## src/ooo_pkg.sv

```systemverilog
`default_nettype none

package ooo_pkg;

    // Physical register file size
    localparam int PRF_DEPTH = 64;

    // Tag that names one physical register
    localparam int TAG_W = $clog2(PRF_DEPTH);

    // Multiply reservation station slots
    localparam int RS_DEPTH = 8;

    // Index of one station slot
    localparam int RS_IDX_W = $clog2(RS_DEPTH);

    // Cycles from issue to result broadcast
    localparam int MUL_STAGES = 3;

endpackage

`default_nettype wire

```

## src/rv32m_pkg.sv

```systemverilog
`default_nettype none

package rv32m_pkg;

    // Architectural data word
    localparam int XLEN = 32;

    // Width of the funct3 field in an OP-type instruction
    localparam int FUNCT3_W = 3;

    // Multiply group encodings (funct7 = 0000001)

    // Low half of the product, signedness does not matter
    localparam logic [FUNCT3_W-1:0] F3_MUL = 3'd0;

    // High half, both operands signed
    localparam logic [FUNCT3_W-1:0] F3_MULH = 3'd1;

    // High half, rs1 signed and rs2 unsigned
    localparam logic [FUNCT3_W-1:0] F3_MULHSU = 3'd2;

    // High half, both operands unsigned
    localparam logic [FUNCT3_W-1:0] F3_MULHU = 3'd3;

endpackage

`default_nettype wire

```

## src/rs_entries.sv

```systemverilog
`default_nettype none

module rs_entries (
    input  logic                              clk,
    input  logic [ooo_pkg::RS_DEPTH-1:0]      alloc_we,
    input  logic [ooo_pkg::TAG_W-1:0]         disp_dst_tag,
    input  logic [ooo_pkg::TAG_W-1:0]         disp_src1_tag,
    input  logic [ooo_pkg::TAG_W-1:0]         disp_src2_tag,
    input  logic                              disp_src1_rdy,
    input  logic                              disp_src2_rdy,
    input  logic [rv32m_pkg::FUNCT3_W-1:0]    disp_funct3,
    input  logic                              ext_cdb_valid,
    input  logic [ooo_pkg::TAG_W-1:0]         ext_cdb_tag,
    input  logic                              cdb_valid,
    input  logic [ooo_pkg::TAG_W-1:0]         cdb_tag,
    input  logic [ooo_pkg::RS_IDX_W-1:0]      issue_idx,
    output logic [ooo_pkg::RS_DEPTH-1:0]      entry_ready,
    output logic [ooo_pkg::TAG_W-1:0]         sel_dst_tag,
    output logic [ooo_pkg::TAG_W-1:0]         sel_src1_tag,
    output logic [ooo_pkg::TAG_W-1:0]         sel_src2_tag,
    output logic [rv32m_pkg::FUNCT3_W-1:0]    sel_funct3
);

    // Slot storage
    logic [ooo_pkg::TAG_W-1:0]      dst_tag_q  [ooo_pkg::RS_DEPTH];
    logic [ooo_pkg::TAG_W-1:0]      src1_tag_q [ooo_pkg::RS_DEPTH];
    logic [ooo_pkg::TAG_W-1:0]      src2_tag_q [ooo_pkg::RS_DEPTH];
    logic [rv32m_pkg::FUNCT3_W-1:0] funct3_q   [ooo_pkg::RS_DEPTH];
    logic [ooo_pkg::RS_DEPTH-1:0]   src1_rdy_q;
    logic [ooo_pkg::RS_DEPTH-1:0]   src2_rdy_q;

    // A tag is produced when either bus carries it this cycle
    function automatic logic bus_hit(input logic [ooo_pkg::TAG_W-1:0] tag);
        logic ext_hit;
        logic own_hit;
        ext_hit = ext_cdb_valid && (ext_cdb_tag == tag);
        own_hit = cdb_valid && (cdb_tag == tag);
        return ext_hit || own_hit;
    endfunction

    always_ff @(posedge clk) begin
        for (int i = 0; i < ooo_pkg::RS_DEPTH; i++) begin
            if (alloc_we[i]) begin
                dst_tag_q[i]  <= disp_dst_tag;
                src1_tag_q[i] <= disp_src1_tag;
                src2_tag_q[i] <= disp_src2_tag;
                funct3_q[i]   <= disp_funct3;
                // Catch a broadcast that lands in the dispatch cycle
                src1_rdy_q[i] <= disp_src1_rdy | bus_hit(disp_src1_tag);
                src2_rdy_q[i] <= disp_src2_rdy | bus_hit(disp_src2_tag);
            end else begin
                src1_rdy_q[i] <= src1_rdy_q[i] | bus_hit(src1_tag_q[i]);
                src2_rdy_q[i] <= src2_rdy_q[i] | bus_hit(src2_tag_q[i]);
            end
        end
    end

    // Operand readiness only, the busy bit lives in rs_ctrl
    always_comb begin
        for (int i = 0; i < ooo_pkg::RS_DEPTH; i++) begin
            entry_ready[i] = src1_rdy_q[i] & src2_rdy_q[i];
        end
    end

    // Issue read mux
    always_comb begin
        sel_dst_tag  = dst_tag_q[issue_idx];
        sel_src1_tag = src1_tag_q[issue_idx];
        sel_src2_tag = src2_tag_q[issue_idx];
        sel_funct3   = funct3_q[issue_idx];
    end

endmodule

`default_nettype wire

```

## config.mk

```make
export PLATFORM = sky130hd
export DESIGN_NAME = rs_entries
export DESIGN_NICKNAME = d
export VERILOG_FILES = /design/src/ooo_pkg.sv /design/src/rv32m_pkg.sv /design/src/rs_entries.sv
export SDC_FILE = /design/constraint.sdc
export NUM_CORES = 1
export LEC_CHECK = 0
export ABC_AREA = 1
export BUFFER_PORTS_ARGS = -buffer_cell sky130_fd_sc_hd__buf_2
export CAP_MARGIN = 20
export CORE_UTILIZATION = 50
export CTS_CLUSTER_SIZE = 24
export DETAILED_ROUTE_END_ITERATION = 12
export PLACE_DENSITY_LB_ADDON = 0.1
export SETUP_SLACK_MARGIN = 0.5
export SYNTH_ARGS = -nofsm -noshare
export SYNTH_HDL_FRONTEND = slang
export SYNTH_SLANG_ARGS = --single-unit
```

## constraint.sdc

```tcl
create_clock -name clk -period 3.3 [get_ports clk]
set_input_delay 0.825 -clock clk [delete_from_list [all_inputs] [get_ports clk]]
set_output_delay 0.825 -clock clk [all_outputs]
set_load 0.05 [all_outputs]
```

* Word level (Yosys, flattened, before mapping)
Memory sizes are Yosys's and may differ from the RTL's.
Cells that the tools add are included.
** Operators by class
- Eq/ne operators :: 36
- Muxes and demuxes :: 32
- Bitwise logic cells :: 26
- Add/subtract/negate cells :: 0
- Divide/modulo/power cells :: 0
- Reductions and logical operators :: 54
- Shift operators :: 0
- Magnitude comparators :: 0
- Multiply operators :: 0
** Operators with widths (number)
- 6-bit == test :: 36
- 1-bit logical AND :: 36
- 1-bit 2-to-1 mux :: 32
- 1-bit logical OR :: 18
- 1-bit bitwise OR :: 18
- 1-bit AND :: 8
** Word-level totals
- Logic and storage cells :: 154
- Bits in latches :: 0
- Bits in writable memories :: 168
- Input port bits :: 49
- Bits in registers :: 16
- Memories :: 4
- Memory bits (read-only) :: 0
- Output and inout port bits :: 29
** Memory list
- dst_tag_q :: depth 8, width 6, rd ports 1, clocked after Yosys merged registers in 0, write ports 8, line rs_entries.sv:25 : logic [ooo_pkg::TAG_W-1:0] dst_tag_q [ooo_pkg::RS_DEPTH];
- src1_tag_q :: depth 8, width 6, rd ports 9, clocked after Yosys merged registers in 0, write ports 8, line rs_entries.sv:26 : logic [ooo_pkg::TAG_W-1:0] src1_tag_q [ooo_pkg::RS_DEPTH];
- src2_tag_q :: depth 8, width 6, rd ports 9, clocked after Yosys merged registers in 0, write ports 8, line rs_entries.sv:27 : logic [ooo_pkg::TAG_W-1:0] src2_tag_q [ooo_pkg::RS_DEPTH];
- funct3_q :: depth 8, width 3, rd ports 1, clocked after Yosys merged registers in 0, write ports 8, line rs_entries.sv:28 : logic [rv32m_pkg::FUNCT3_W-1:0] funct3_q [ooo_pkg::RS_DEPTH];

* Longest topological paths before layout
Gate-level depths: netlist (run 1).
- Depth in word-level cells :: 5
- Mapped depth :: 12
- Gate-level depth less buffers :: 10

* Worst setup path after synthesis (run 1)
Ideal clock, no wire load.
- Path kind :: input-to-output
- Start :: input issue_idx[1] (netlist bit)
- End :: output sel_dst_tag[3] (netlist bit)
- Path slack :: 0.169 ns
- Data required time :: 2.475 ns
- Buffers on the path :: 2
- Data arrival time :: 2.306 ns
- Stages :: 6
- Path through :: buf_2 > clkbuf_1 > o21ai_0 > o21ai_0 > a21oi_1 > a31oi_1
** Between the ends
- Word-level cells in the longest chain between the ends :: 1
** RTL lines
- from (decl) :: line rs_entries.sv:16 : input logic [ooo_pkg::RS_IDX_W-1:0] issue_idx,
- memory 8 x 6 bit
- to (decl) :: line rs_entries.sv:18 : output logic [ooo_pkg::TAG_W-1:0] sel_dst_tag,
Every way passes these cells.

* Worst setup path in the final report (run 1)
- Start :: input issue_idx[1] (netlist bit)
- End :: output sel_src1_tag[0] (netlist bit)
** Between the ends
- Word-level cells in the longest chain between the ends :: 1
** RTL lines
- memory 8 x 6 bit
- to (decl) :: line rs_entries.sv:19 : output logic [ooo_pkg::TAG_W-1:0] sel_src1_tag,
Every way passes these cells.

==> results.md, run 1 <==
Status:
- The run finished with clean final reports.

Clocking:
- The cell sitting at the root of the clock tree is a sky130_fd_sc_hd__clkbuf_16.
- The clock latency reported for the late side of the worst-skew pair is 0.43 ns.
- TritonCTS built the clock tree.
- The number of buffers on the longest clock path is 2.
- The total CTS buffers is 17.
- The clock input transition at the sequential cells of the worst setup and hold paths is 0.08 ns.
- The CTS sink count is 184.
- The H-tree depth is 4.
- The total of hold buffers inserted after clock tree synthesis is 0.

Hold path:
- The worst hold path begins at src1_rdy_q[6].
- For hold timing, the worst endpoint is src1_rdy_q[6].
- The worst hold path passes through 4 cells.
- The tightest min-delay check is of the reg -> reg type.

Critical path:
- The end of the worst register-to-register path is src1_rdy_q[0].
- The critical path required time is 2.47 ns.
- The worst setup path is launched from a primary input.
- The worst endpoint data arrival time is 1.97 ns.
- The largest driver fanout on the critical path is 10.
- The critical register-to-register path startpoint is src1_tag_q[0][4].
- The number of cells traversed by the worst register-to-register path is 6.
- STA classifies the critical path endpoint as an output pin.
- The critical path is of the in -> out type.
- The register-to-register setup slack is 1.93 ns.

Timing:
- The number of endpoints with negative hold slack in the final report was 0.
- Timing would allow up to 358 MHz.
- Setup violations remaining at the end of the flow were counted as 0.
- The worst-case clock skew is 0.00663 ns.
- The number of pins exceeding their max-slew limit in the final report is 0.
- The post-route minimum period is 2.80 ns.
- The worst hold margin is 0.562 ns.
- The share of the cycle needed by the critical path after routing is 84.7%.
- Headroom to the max-slew limit came out at 48.3%.
- Setup repair after global routing could not meet its margin everywhere.
- The transition at the pin with the smallest max-transition slack is 0.776 ns.
- In the final timing run, aggregate negative setup slack is 0 ns.

Power and ir drop:
- The leakage power figure is 5.64 nW.
- The worst vdd rail ir drop is 0.338 mV.
- Dividing total power by cell area gives a power density of 504 nW/µm².

Synthesis:
- Dividing the synthesized area by the synthesized cell count gives 7.69 µm².
- Counting every net in the synthesized netlist gives 1,438.
- The synthesis warning total is 0.
- The register bit count reported by yosys is 184.
- In the synthesized netlist, the number of instances is 1,389.
- The post-synthesis sequential area ratio is 50.3%.
- The number of distinct standard cells referenced by the synthesized netlist is 25.
- The summed instance area of the synthesized netlist is 10,700 µm².

Global routing:
- The initial antenna violation count is 1.
- The total overflow left after global routing is 0.
- The maximum number of pins on one net before global-route repair is 42.
- The number of global-route vias before repair is 8,813.
- Global routing used 31.4% of the available tracks.
- The first global-routing pass estimated 51,000 µm of wire.

Place:
- In this run the tool buffered the top-level ports with 77 buffer cells.
- After detailed placement, the design holds a cell count of 1,693.
- Routability-driven placement finished with a final weighted congestion of 0.928.
- Detailed placement finished with a half-perimeter wire length of 21,900 µm.

Layout:
- Leaving out fill and tap cells, the most frequent cells in the layout are sky130_fd_sc_hd__nand2_1 (499), sky130_fd_sc_hd__edfxtp_1 (168), sky130_fd_sc_hd__inv_1 (154).
- The post-layout net count is 1,492.
- The core occupancy in the finished layout is 59.7%.
- Compared with the post-synthesis result, the final layout area differs by 17.2%.
- The library cell used most frequently in the layout, excluding fill and tap cells, is sky130_fd_sc_hd__nand2_1.
- The number of antenna cells inserted is 0.
- The post-route netlist has 12.5% of its cells at a drive strength greater than 1.
- The non-filler instance count after layout is 1,731.

Drt:
- The highest metal layer carrying signal wires in the routed design is met5.
- The number of DRC violations after detailed routing is 0.
- For this block, the routed nets add up to 34,600 µm of wire.
- The vias after detailed routing is 9,557.
- The first detailed-routing pass ran for 6 iterations.
- After detailed routing, the number of vias per cell comes to 5.52.
- Summed over all nets, wire length on met3 after detailed routing comes to 3380 µm.
- Dividing the detail-routed wire length by the instance count gives 20.0 µm.
- In the final routing, the length of wire on met1 measures 14,200 µm.
- The first routing iteration left 1,029 violations.
- The met2 routed wirelength is 16,100 µm.
- The count of nets left with antenna violations after detail routing is 0.

Floorplan:
- The die is 148 µm tall.
- The total area inside the core boundary comes to 21,000 µm².
- 78 I/O pins were placed.
- The initial utilization of the core area, before any placement, comes to 50.9%.
- The width of the chip is 148 µm.
- The standard-cell row count is 53.
- The overall die area is 21,900 µm².

Flow run:
- The max-capacitance violation count is 0.
synth_stat cells (all sizes together):
master | number | share of area, %
o211ai | 3 | 0.21
nand2 | 500 | 18
nand3 | 57 | 2.8
clkinv | 1 | 0.035
nor3 | 14 | 0.75
o22ai | 14 | 0.82
inv | 164 | 5.8
nand4 | 1 | 0.059
xnor2 | 32 | 2.6
edfxtp | 168 | 47
nor2 | 128 | 4.5
a31oi | 21 | 1.2
xor2 | 10 | 0.82
buf | 50 | 2.9
a21oi | 82 | 3.8
clkbuf | 18 | 0.63
dfxtp | 16 | 3.0
o21ai | 110 | 5.2
worst max-delay path, stage by stage:
cell and delay [ns]:
sky130_fd_sc_hd__clkbuf_4 0.16, sky130_fd_sc_hd__inv_4 0.07, sky130_fd_sc_hd__clkbuf_16 0.18, sky130_fd_sc_hd__a21oi_1 0.13, sky130_fd_sc_hd__o21ai_0 0.15, sky130_fd_sc_hd__a31oi_2 0.25
sky130_fd_sc_hd__buf_6 0.19
metal layers:
layer | GRT usage (%) | vias up
li1 | - | 4591
met1 | 42.7 | 4411
met2 | 49.4 | 485
met3 | 6.69 | 68
met4 | 11.3 | 2
met5 | 0 | -
flip-flops by register name, indices dropped and copies added, names as in the netlist:
signal,cells
funct3_q,24
src1_tag_q,48
src2_rdy_q,8
src2_tag_q,48
dst_tag_q,48
src1_rdy_q,8
report_power, final:
part           internal (mW)  switching, mW  leakage (nW)  total, mW
clock network           1.11           1.04         0.304       2.14
logic                  0.415          0.867          3.56       1.28
registers               2.76          0.123          1.78       2.88
cell type report:
class / instances / area (µm²)
tap: 275 / 344
multi-input combinational: 972 / 4600
clock buffer: 17 / 425
inverter: 165 / 629
sequential: 184 / 5370
fill: 1938 / 8440
clock inverter: 15 / 208
timing repair buffer: 103 / 940
timing repair:
item,in CTS,in global routing
cloned,1,5
setup endpoints to repair,21,21
setup buffers,0,0
resized for setup,36,50
pin swaps,1,2
cell families (layout without fill, tap and decap cells):
logic type                count (synthesis)  in the layout  synth area share, %
and+or+nand+nor                         700            700                 25.7
buffers and inverters                   233            300                 9.35
AOI/OAI and AO/OA                       230            230                 11.3
DFF                                     184            184                 50.3
xor gates and xnor gates                 42             42                 3.45
through the flow:
step / instance area [µm²] / total power [mW] / setup slack (ns)
after floorplan: 10900 / 3.70 / 0.454
after global placement: 11500 / 4.08 / 0.227
after detailed placement: 11500 / 4.09 / 0.167
after CTS: 12300 / 6.24 / 0.484
after global routing: 12500 / 6.53 / 0.495
final: 12500 / 6.30 / 0.504
how the worst max path moves through the flow:
stage,from,endpoint
global route,issue_idx[1],sel_src1_tag[0]
floorplan,issue_idx[1],sel_src1_tag[0]
detailed placement,issue_idx[0],sel_dst_tag[4]
CTS,issue_idx[1],sel_src2_tag[1]
global placement,issue_idx[0],sel_dst_tag[4]
finish,issue_idx[1],sel_src1_tag[0]
Note: power is estimated with default switching activity, not from simulation.
==> run 2, diff against run 1 <==
==> constraint.sdc (replaced) <==
create_clock -name clk -period 2.8 [get_ports clk]
set_input_delay 0.7 -clock clk [delete_from_list [all_inputs] [get_ports clk]]
set_output_delay 0.7 -clock clk [all_outputs]
set_load 0.05 [all_outputs]
==> run 2 against run 1 <==
Compared with the run above:
- critical path depth is the same
- power grew 18%
- worst hold slack lost 0.033 ns
- count of clock-buffer cells in the layout is the same
- wire length grew 1.1%
- largest cell class unchanged
- highest routed layer is now met4
==> results.md, run 2 (synthesis results as in run 1) <==
Status:
- Status: finished clean (unchanged).

Timing:
- Unrepaired setup endpoints after global routing: true (unchanged).
- The worst hold margin is 0.530 ns (was 0.562 ns).
- The number of endpoints failing setup at the final stage is 0 (unchanged).
- The number of endpoints with negative hold slack in the final report is 0 (unchanged).
- The setup TNS was 0 ns (unchanged).
- Static timing analysis puts the maximum clock frequency at 399 MHz.
- The number of pins exceeding their max-slew limit in the final report came to 0 (unchanged).
- The worst slew slack as a fraction of its limit is 46.4% (was 48.3%).
- The transition at the pin with the smallest max-transition slack was 0.804 ns (was 0.776 ns).
- The post-route minimum period is 2.51 ns.
- The worst-case clock skew is 0.0147 ns (was 0.00663 ns).
- The share of the cycle needed by the critical path after routing is 89.5%.

Global routing:
- The initial antenna violation count was 0 (was 1).
- The remaining global-route overflow was 0 (unchanged).
- The number of global-route vias before repair is 8,968 (was 8,813).
- The global-route wire length before repair is 52,200 µm (was 51,000 µm).
- The maximum number of pins on one net before global-route repair came to 26 (was 42).
- The overall track demand over capacity in global routing came to 32.7% (was 31.4%).

Drt:
- The vias after detailed routing is 9,664 (was 9,557).
- The count of nets left with antenna violations after detail routing is 0 (unchanged).
- The number of DRC violations after detailed routing is 0 (unchanged).
- The via density per instance is 5.55 (was 5.52).
- The number of iterations in the first detailed-routing pass came to 5 (was 6).
- The initial detailed-routing violation count is 1,074 (was 1,029).
- The total detailed-routing wirelength is 34,900 µm (was 34,600 µm).
- The detail-routed net length per standard cell is 20.1 µm (was 20.0 µm).

Clocking:
- The total of hold buffers inserted after clock tree synthesis is 0 (unchanged).
- The clock latency reported for the late side of the worst-skew pair is 0.45 ns (was 0.43 ns).
- The CTS sink count is 184 (unchanged).
- The H-tree depth is 4 (unchanged).
- The total CTS buffers is 17 (unchanged).
- The TritonCTS clock tree is done (unchanged).
- The clock input transition at the sequential cells of the worst setup and hold paths was 0.08 ns (about the same).
- The clock tree root buffer cell is sky130_fd_sc_hd__clkbuf_16 (unchanged).
- The number of buffers on the longest clock path is 2 (unchanged).

Critical path:
- The critical path required time is 2.10 ns (was 2.47 ns).
- The highest cell delay on the worst timing path is 0.26 ns (was 0.25 ns).
- The worst endpoint data arrival time is 1.81 ns (was 1.97 ns).
- The worst setup path startpoint is issue_idx[0] (was issue_idx[1]).
- The number of cells traversed by the worst register-to-register path is 7 (was 6).
- The standard cell with the maximum stage delay on the critical path is sky130_fd_sc_hd__o21ai_0 (was sky130_fd_sc_hd__a31oi_2).
- Cell Chain, Critical Path: buf_16 -> buf_16 -> o21ai_0 -> o21ai_0 -> a21oi_2 -> a31oi_4 -> buf_6 (was clkbuf_4 -> inv_4 -> clkbuf_16 -> a21oi_1 -> o21ai_0 -> a31oi_2 -> buf_6).
- The end of the worst register-to-register path is src2_rdy_q[0] (was src1_rdy_q[0]).
- The critical register-to-register path startpoint is src2_tag_q[0][4] (was src1_tag_q[0][4]).
- The register-to-register setup slack is 1.46 ns (was 1.93 ns).
- The category of the worst setup path capture point was an output pin (unchanged).
- The largest driver fanout on the critical path is 25 (was 10).
- The critical path startpoint category is a primary input (unchanged).
- The critical setup path kind is in -> out (unchanged).

Floorplan:
- The width of the chip is 148 µm (unchanged).
- The initial core utilization came to 50.9% (unchanged).
- The count of pins on the block boundary is 78 (unchanged).
- The area inside the core boundary came to 21,000 µm² (unchanged).
- The vertical die dimension is 148 µm (unchanged).
- The overall die area is 21,900 µm² (unchanged).
- The standard-cell row count is 53 (unchanged).

Power and ir drop:
- The clock share of power is 33.0% (was 34.0%).
- The leakage power figure is 5.73 nW (was 5.64 nW).
- The total power per unit cell area is 581 nW/µm² (was 504 nW/µm²).
- The switching share of power is 32.9% (was 32.2%).
- The internal power is 4.99 mW (was 4.28 mW).
- The total net switching power is 2.45 mW (was 2.03 mW).
- The power consumption is 7.44 mW (was 6.30 mW).
- The worst vdd rail ir drop is 0.411 mV (was 0.338 mV).
- The combinational share of power is 21.3% (was 20.3%).
- The fraction of power consumed by sequential logic is 45.7% (was 45.6%).

Layout:
- The number of antenna cells inserted is 0 (unchanged).
- The final design area excluding fillers was 12,800 µm² (was 12,500 µm²).
- The combined area of the multi-input logic cells was 4780 µm² (was 4600 µm²).
- Highest-count cells in the layout ignoring fill and taps: sky130_fd_sc_hd__nand2_1 (499), sky130_fd_sc_hd__edfxtp_1 (168), sky130_fd_sc_hd__inv_1 (154) (unchanged).
- The non-filler instance count after layout is 1,741 (was 1,731).
- The commonest non-fill, non-tap cell in the layout is sky130_fd_sc_hd__nand2_1 (unchanged).
- The post-layout net count is 1,502 (was 1,492).
- Top Registers: dst_tag_q x48, src1_tag_q x48, src2_tag_q x48 (unchanged).
- The number of fill cells was 1,894 (was 1,938).
- The area of all sequential standard cells is 5370 µm² (unchanged).
- The proportion of layout cells with a drive suffix above 1 is 15.3% (was 12.5%).
- The growth of design area from synthesis to finish is 20.1% (was 17.2%).

Place:
- The detailed placement HPWL is 22,800 µm (was 21,900 µm).
- The count of input and output buffers is 77 (unchanged).
- The post-place instance area is 11,700 µm² (was 11,500 µm²).
- The routability-driven placement congestion ratio is 0.913 (was 0.928).
- The placed cell count is 1,701 (was 1,693).

Hold path:
- The start point of the worst hold path is disp_dst_tag[3] (was src1_rdy_q[6]).
- The number of cells on the worst hold path came to 1 (was 4).
- The classification of the worst-slack hold path is in -> reg (was reg -> reg).
- The end point of the worst hold path is dst_tag_q[1][3] (was src1_rdy_q[6]).

Flow run:
- The max-capacitance violation count is 0 (unchanged).
## run 2: cell types whose count changed in the layout (fill, tap and decap cells not counted), sizes merged
| cell | change |
|---|---|
| buf | +15 |
| clkbuf | -5 |
| clkinvlp | +1 |
| clkinv | -2 |
| inv | +2 |
| bufinv | -1 |
## run 2: how the worst max path moves through the flow
stage	to	slack, ns	cells past startpoint
final	sel_dst_tag[2]	0.29	7
after global placement	sel_src1_tag[4]	0.10	9
after floorplan	sel_src2_tag[5]	0.50	7
after detailed placement	sel_dst_tag[2]	0.1	7
after global routing	sel_dst_tag[2]	0.24	7
after CTS	sel_dst_tag[1]	0.34	8
## run 2: power groups by stage
stage	logic (mW)	clock network [mW]	registers (mW)
detailed placement	1.43	0	3.46
finish	1.59	2.45	3.40
global placement	1.42	0	3.45
floorplan	1.02	0	3.41
CTS	1.56	2.48	3.40
global route	1.71	2.57	3.43
## run 2: final cells by class
cell class	instances	area share (%)
Sequential cell	184	41.9
Timing Repair Buffer	113	8.53
Clock buffer	17	3.32
Inverter	165	5.02
Tap cell	275	2.68
Clock inverter	15	1.35
Multi-Input combinational cell	972	37.3
## run 2: metal layers
| layer | share of wire (%) | global-route usage [%] |
|---|---|---|
| met1 | 41 | 44.1 |
| met4 | 4.6 | 15.3 |
| met2 | 46 | 52.6 |
| met5 | 0 | 0 |
| met3 | 8.1 | 4.33 |
## run 2: metrics by stage
step	utilization (%)	worst slack, ns
CTS	60.8	0.343
global route	61.2	0.240
global placement	55.8	0.104
detailed placement	55.8	0.0954
finish	61.2	0.293
floorplan	-	0.499
## run 2: critical path, delay by kind of cell
kind | cells | cell delay, ns
buffers and inverters | 3 | 0.50
AO/OA/AOI/OAI | 4 | 0.60
## run 2: repair_timing
item,4_1_cts,5_1_grt
gates resized for setup,87,16
hold endpoints to repair,0,0
pin swaps,5,6
buffers inserted,1,0
setup endpoints to repair,21,21
cloned,6,1
==> run 3, diff against run 2 <==
--- a/config.mk
+++ b/config.mk
@@ -7,12 +7,11 @@
 export LEC_CHECK = 0
 export ABC_AREA = 1
 export BUFFER_PORTS_ARGS = -buffer_cell sky130_fd_sc_hd__buf_2
-export CAP_MARGIN = 20
 export CORE_UTILIZATION = 50
 export CTS_CLUSTER_SIZE = 24
 export DETAILED_ROUTE_END_ITERATION = 12
 export PLACE_DENSITY_LB_ADDON = 0.1
-export SETUP_SLACK_MARGIN = 0.5
+export SETUP_SLACK_MARGIN = 0.05
 export SYNTH_ARGS = -nofsm -noshare
 export SYNTH_HDL_FRONTEND = slang
 export SYNTH_SLANG_ARGS = --single-unit
==> run 3 against run 2 <==
Compared with the run above:
- cell area shrank 6.0%
- wire length shrank 4.8%
- flip-flop and latch count is the same
- critical path type unchanged
- power shrank 3.3%
- largest cell class unchanged
- via count shrank 0.88%
- clock skew shrank 0.0038 ns
- maximum frequency shrank 6.2%
- register-to-register slack lost 0.10 ns
==> results.md, run 3 (synthesis results as in run 1) <==
Critical path:
- The category of the worst setup path capture point is an output pin (unchanged).
- The critical setup path kind is in -> out (unchanged).
- The critical path startpoint category is a primary input (unchanged).
- The critical path required time is 2.10 ns (about the same).
- The highest cell delay on the worst timing path is 0.28 ns (was 0.26 ns).
- The largest driver fanout on the critical path is 50 (was 25).
- Cell Chain, Critical Path: buf_2 -> buf_12 -> o21ai_0 -> o21ai_0 -> a21oi_1 -> a31oi_2 -> buf_2 (was buf_16 -> buf_16 -> o21ai_0 -> o21ai_0 -> a21oi_2 -> a31oi_4 -> buf_6).
- The worst endpoint data arrival time was 1.97 ns (was 1.81 ns).
- The standard cell with the maximum stage delay on the critical path is sky130_fd_sc_hd__buf_2 (was sky130_fd_sc_hd__o21ai_0).
- The register-to-register setup slack is 1.36 ns (was 1.46 ns).

Clocking:
- The post-cts repair resize count is 0 (was 87).
- The H-tree depth is 4 (unchanged).
- The buffer count from post-CTS setup fixing is 0 (was 1).
- The number of buffers on the longest clock path is 2 (unchanged).
- The total CTS buffers was 17 (unchanged).
- The clock tree root buffer cell is sky130_fd_sc_hd__clkbuf_16 (unchanged).
- The CTS sink count is 184 (unchanged).
- The total of hold buffers inserted after clock tree synthesis is 0 (unchanged).
- The clock latency reported for the late side of the worst-skew pair is 0.44 ns (was 0.45 ns).
- The clock input transition at the sequential cells of the worst setup and hold paths is 0.08 ns (about the same).
- The TritonCTS clock tree is done (unchanged).

Floorplan:
- The count of pins on the block boundary is 78 (unchanged).
- The standard-cell row count is 53 (unchanged).
- The width of the chip is 148 µm (unchanged).
- The initial core utilization was 50.9% (unchanged).
- The overall die area is 21,900 µm² (unchanged).
- The area inside the core boundary came to 21,000 µm² (unchanged).
- The vertical die dimension was 148 µm (unchanged).

Layout:
- The number of antenna cells inserted came to 0 (unchanged).
- The number of fill cells is 1,978 (was 1,894).
- The proportion of layout cells with a drive suffix above 1 was 11.8% (was 15.3%).
- The final design area excluding fillers is 12,100 µm² (was 12,800 µm²).
- Highest-count cells in the layout ignoring fill and taps: sky130_fd_sc_hd__nand2_1 (499), sky130_fd_sc_hd__edfxtp_1 (168), sky130_fd_sc_hd__inv_1 (156) (was sky130_fd_sc_hd__nand2_1 (499), sky130_fd_sc_hd__edfxtp_1 (168), sky130_fd_sc_hd__inv_1 (154)).
- The post-layout net count came to 1,496 (was 1,502).
- The growth of design area from synthesis to finish is 12.9% (was 20.1%).
- The commonest non-fill, non-tap cell in the layout is sky130_fd_sc_hd__nand2_1 (unchanged).
- Top Registers: dst_tag_q x48, src1_tag_q x48, src2_tag_q x48 (unchanged).

Power and ir drop:
- The leakage power figure is 5.52 nW (was 5.73 nW).
- The power consumption is 7.20 mW (was 7.44 mW).
- The worst vdd rail ir drop came to 0.384 mV (was 0.411 mV).
- The total power per unit cell area is 598 nW/µm² (was 581 nW/µm²).

Place:
- The count of input and output buffers is 77 (unchanged).
- The post-place instance area is 11,400 µm² (was 11,700 µm²).
- The routability-driven placement congestion ratio is 0.958 (was 0.913).
- The detailed placement HPWL is 22,500 µm (was 22,800 µm).

Timing:
- The transition at the pin with the smallest max-transition slack is 0.820 ns (was 0.804 ns).
- The worst slew slack as a fraction of its limit came to 45.3% (was 46.4%).
- Unrepaired setup endpoints after global routing: true (unchanged).
- The share of the cycle needed by the critical path after routing is 95.4% (was 89.5%).
- The number of endpoints with negative hold slack in the final report is 0 (unchanged).
- The setup TNS is 0 ns (unchanged).
- The achievable clock frequency came to 374 MHz (was 399 MHz).
- The worst-case clock skew was 0.0109 ns (was 0.0147 ns).
- The number of pins exceeding their max-slew limit in the final report came to 0 (unchanged).
- The post-route minimum period came to 2.67 ns (was 2.51 ns).
- The number of endpoints failing setup at the final stage was 0 (unchanged).

Drt:
- The count of nets left with antenna violations after detail routing came to 0 (unchanged).
- The vias after detailed routing is 9,579 (was 9,664).
- The number of DRC violations after detailed routing is 0 (unchanged).
- The initial detailed-routing violation count is 971 (was 1,074).
- The number of iterations in the first detailed-routing pass is 7 (was 5).
- The total detailed-routing wirelength is 33,300 µm (was 34,900 µm).
- The detail-routed net length per standard cell is 19.2 µm (was 20.1 µm).
- The via density per instance is 5.52 (was 5.55).

Global routing:
- The global-route wire length before repair came to 50,500 µm (was 52,200 µm).
- The number of global-route vias before repair came to 8,614 (was 8,968).
- The overall track demand over capacity in global routing is 31.3% (was 32.7%).
- The initial antenna violation count is 0 (unchanged).
- The maximum number of pins on one net before global-route repair is 51 (was 26).
- The remaining global-route overflow is 0 (unchanged).

Flow run:
- The max-capacitance violation count is 0 (unchanged).

Hold path:
- The classification of the worst-slack hold path is in -> reg (unchanged).

Status:
- Status: finished clean (unchanged).
-- run 3: cell count changes in the layout (fill, tap and decap cells not counted), moves of 22 or more --
cell / before / now
sky130_fd_sc_hd__o21ai_0: 35 / 105
sky130_fd_sc_hd__o21ai_1: 68 / 5
sky130_fd_sc_hd__a21oi_1: 56 / 82
sky130_fd_sc_hd__a21oi_2: 26 / 0
sky130_fd_sc_hd__buf_2: 54 / 76
-- run 3: final timing paths --
kind,startpoint,end,depth (start not counted)
worst min register to register,src2_rdy_q[4],src2_rdy_q[4],4
worst max-delay path,issue_idx[0],sel_dst_tag[4],7
worst min-delay path,disp_funct3[1],funct3_q[4][1],1
worst max register to register,src1_tag_q[0][3],src1_rdy_q[0],6
-- run 3: power breakdown --
group	leakage, nW	internal (mW)	total (mW)	switching, mW
registers	1.78	3.25	3.40	0.149
logic	3.45	0.408	1.37	0.962
clock network	0.291	1.21	2.43	1.23
-- run 3: final cells by class --
cell class | instances | area [µm²] | share of cell area (%)
repair buffers | 107 | 679 | 5.64
multi-input cells | 972 | 4440 | 36.9
well taps | 275 | 344 | 2.86
inverters | 165 | 619 | 5.14
flip-flops and latches | 184 | 5370 | 44.5
clock inverters | 14 | 170 | 1.41
clock buffers | 18 | 429 | 3.56
-- run 3: per-stage QoR --
stage / worst slack (ns) / util (%) / hold WS (ns) / std cells
2_1_floorplan: 0.186 / - / 0.509 / 1389
3_3_place_gp: 0.142 / 54.6 / 0.526 / 1703
3_5_place_dp: 0.147 / 54.6 / 0.533 / 1703
4_1_cts: 0.145 / 57.5 / 0.509 / 1735
5_1_grt: 0.0427 / 57.5 / 0.515 / 1735
6_report: 0.129 / 57.5 / 0.520 / 1735
-- run 3: critical path: cells and delay by family --
kind                   cells  cell delay (ns)
AO/OA/AOI/OAI              4             0.54
buffers and inverters      3             0.69
-- run 3: per-layer routing --
metal,GRT usage (%),wire [µm]
met2,49.4,15300
met4,11.0,842
met5,0,0
met3,6.20,3120
met1,42.9,14000
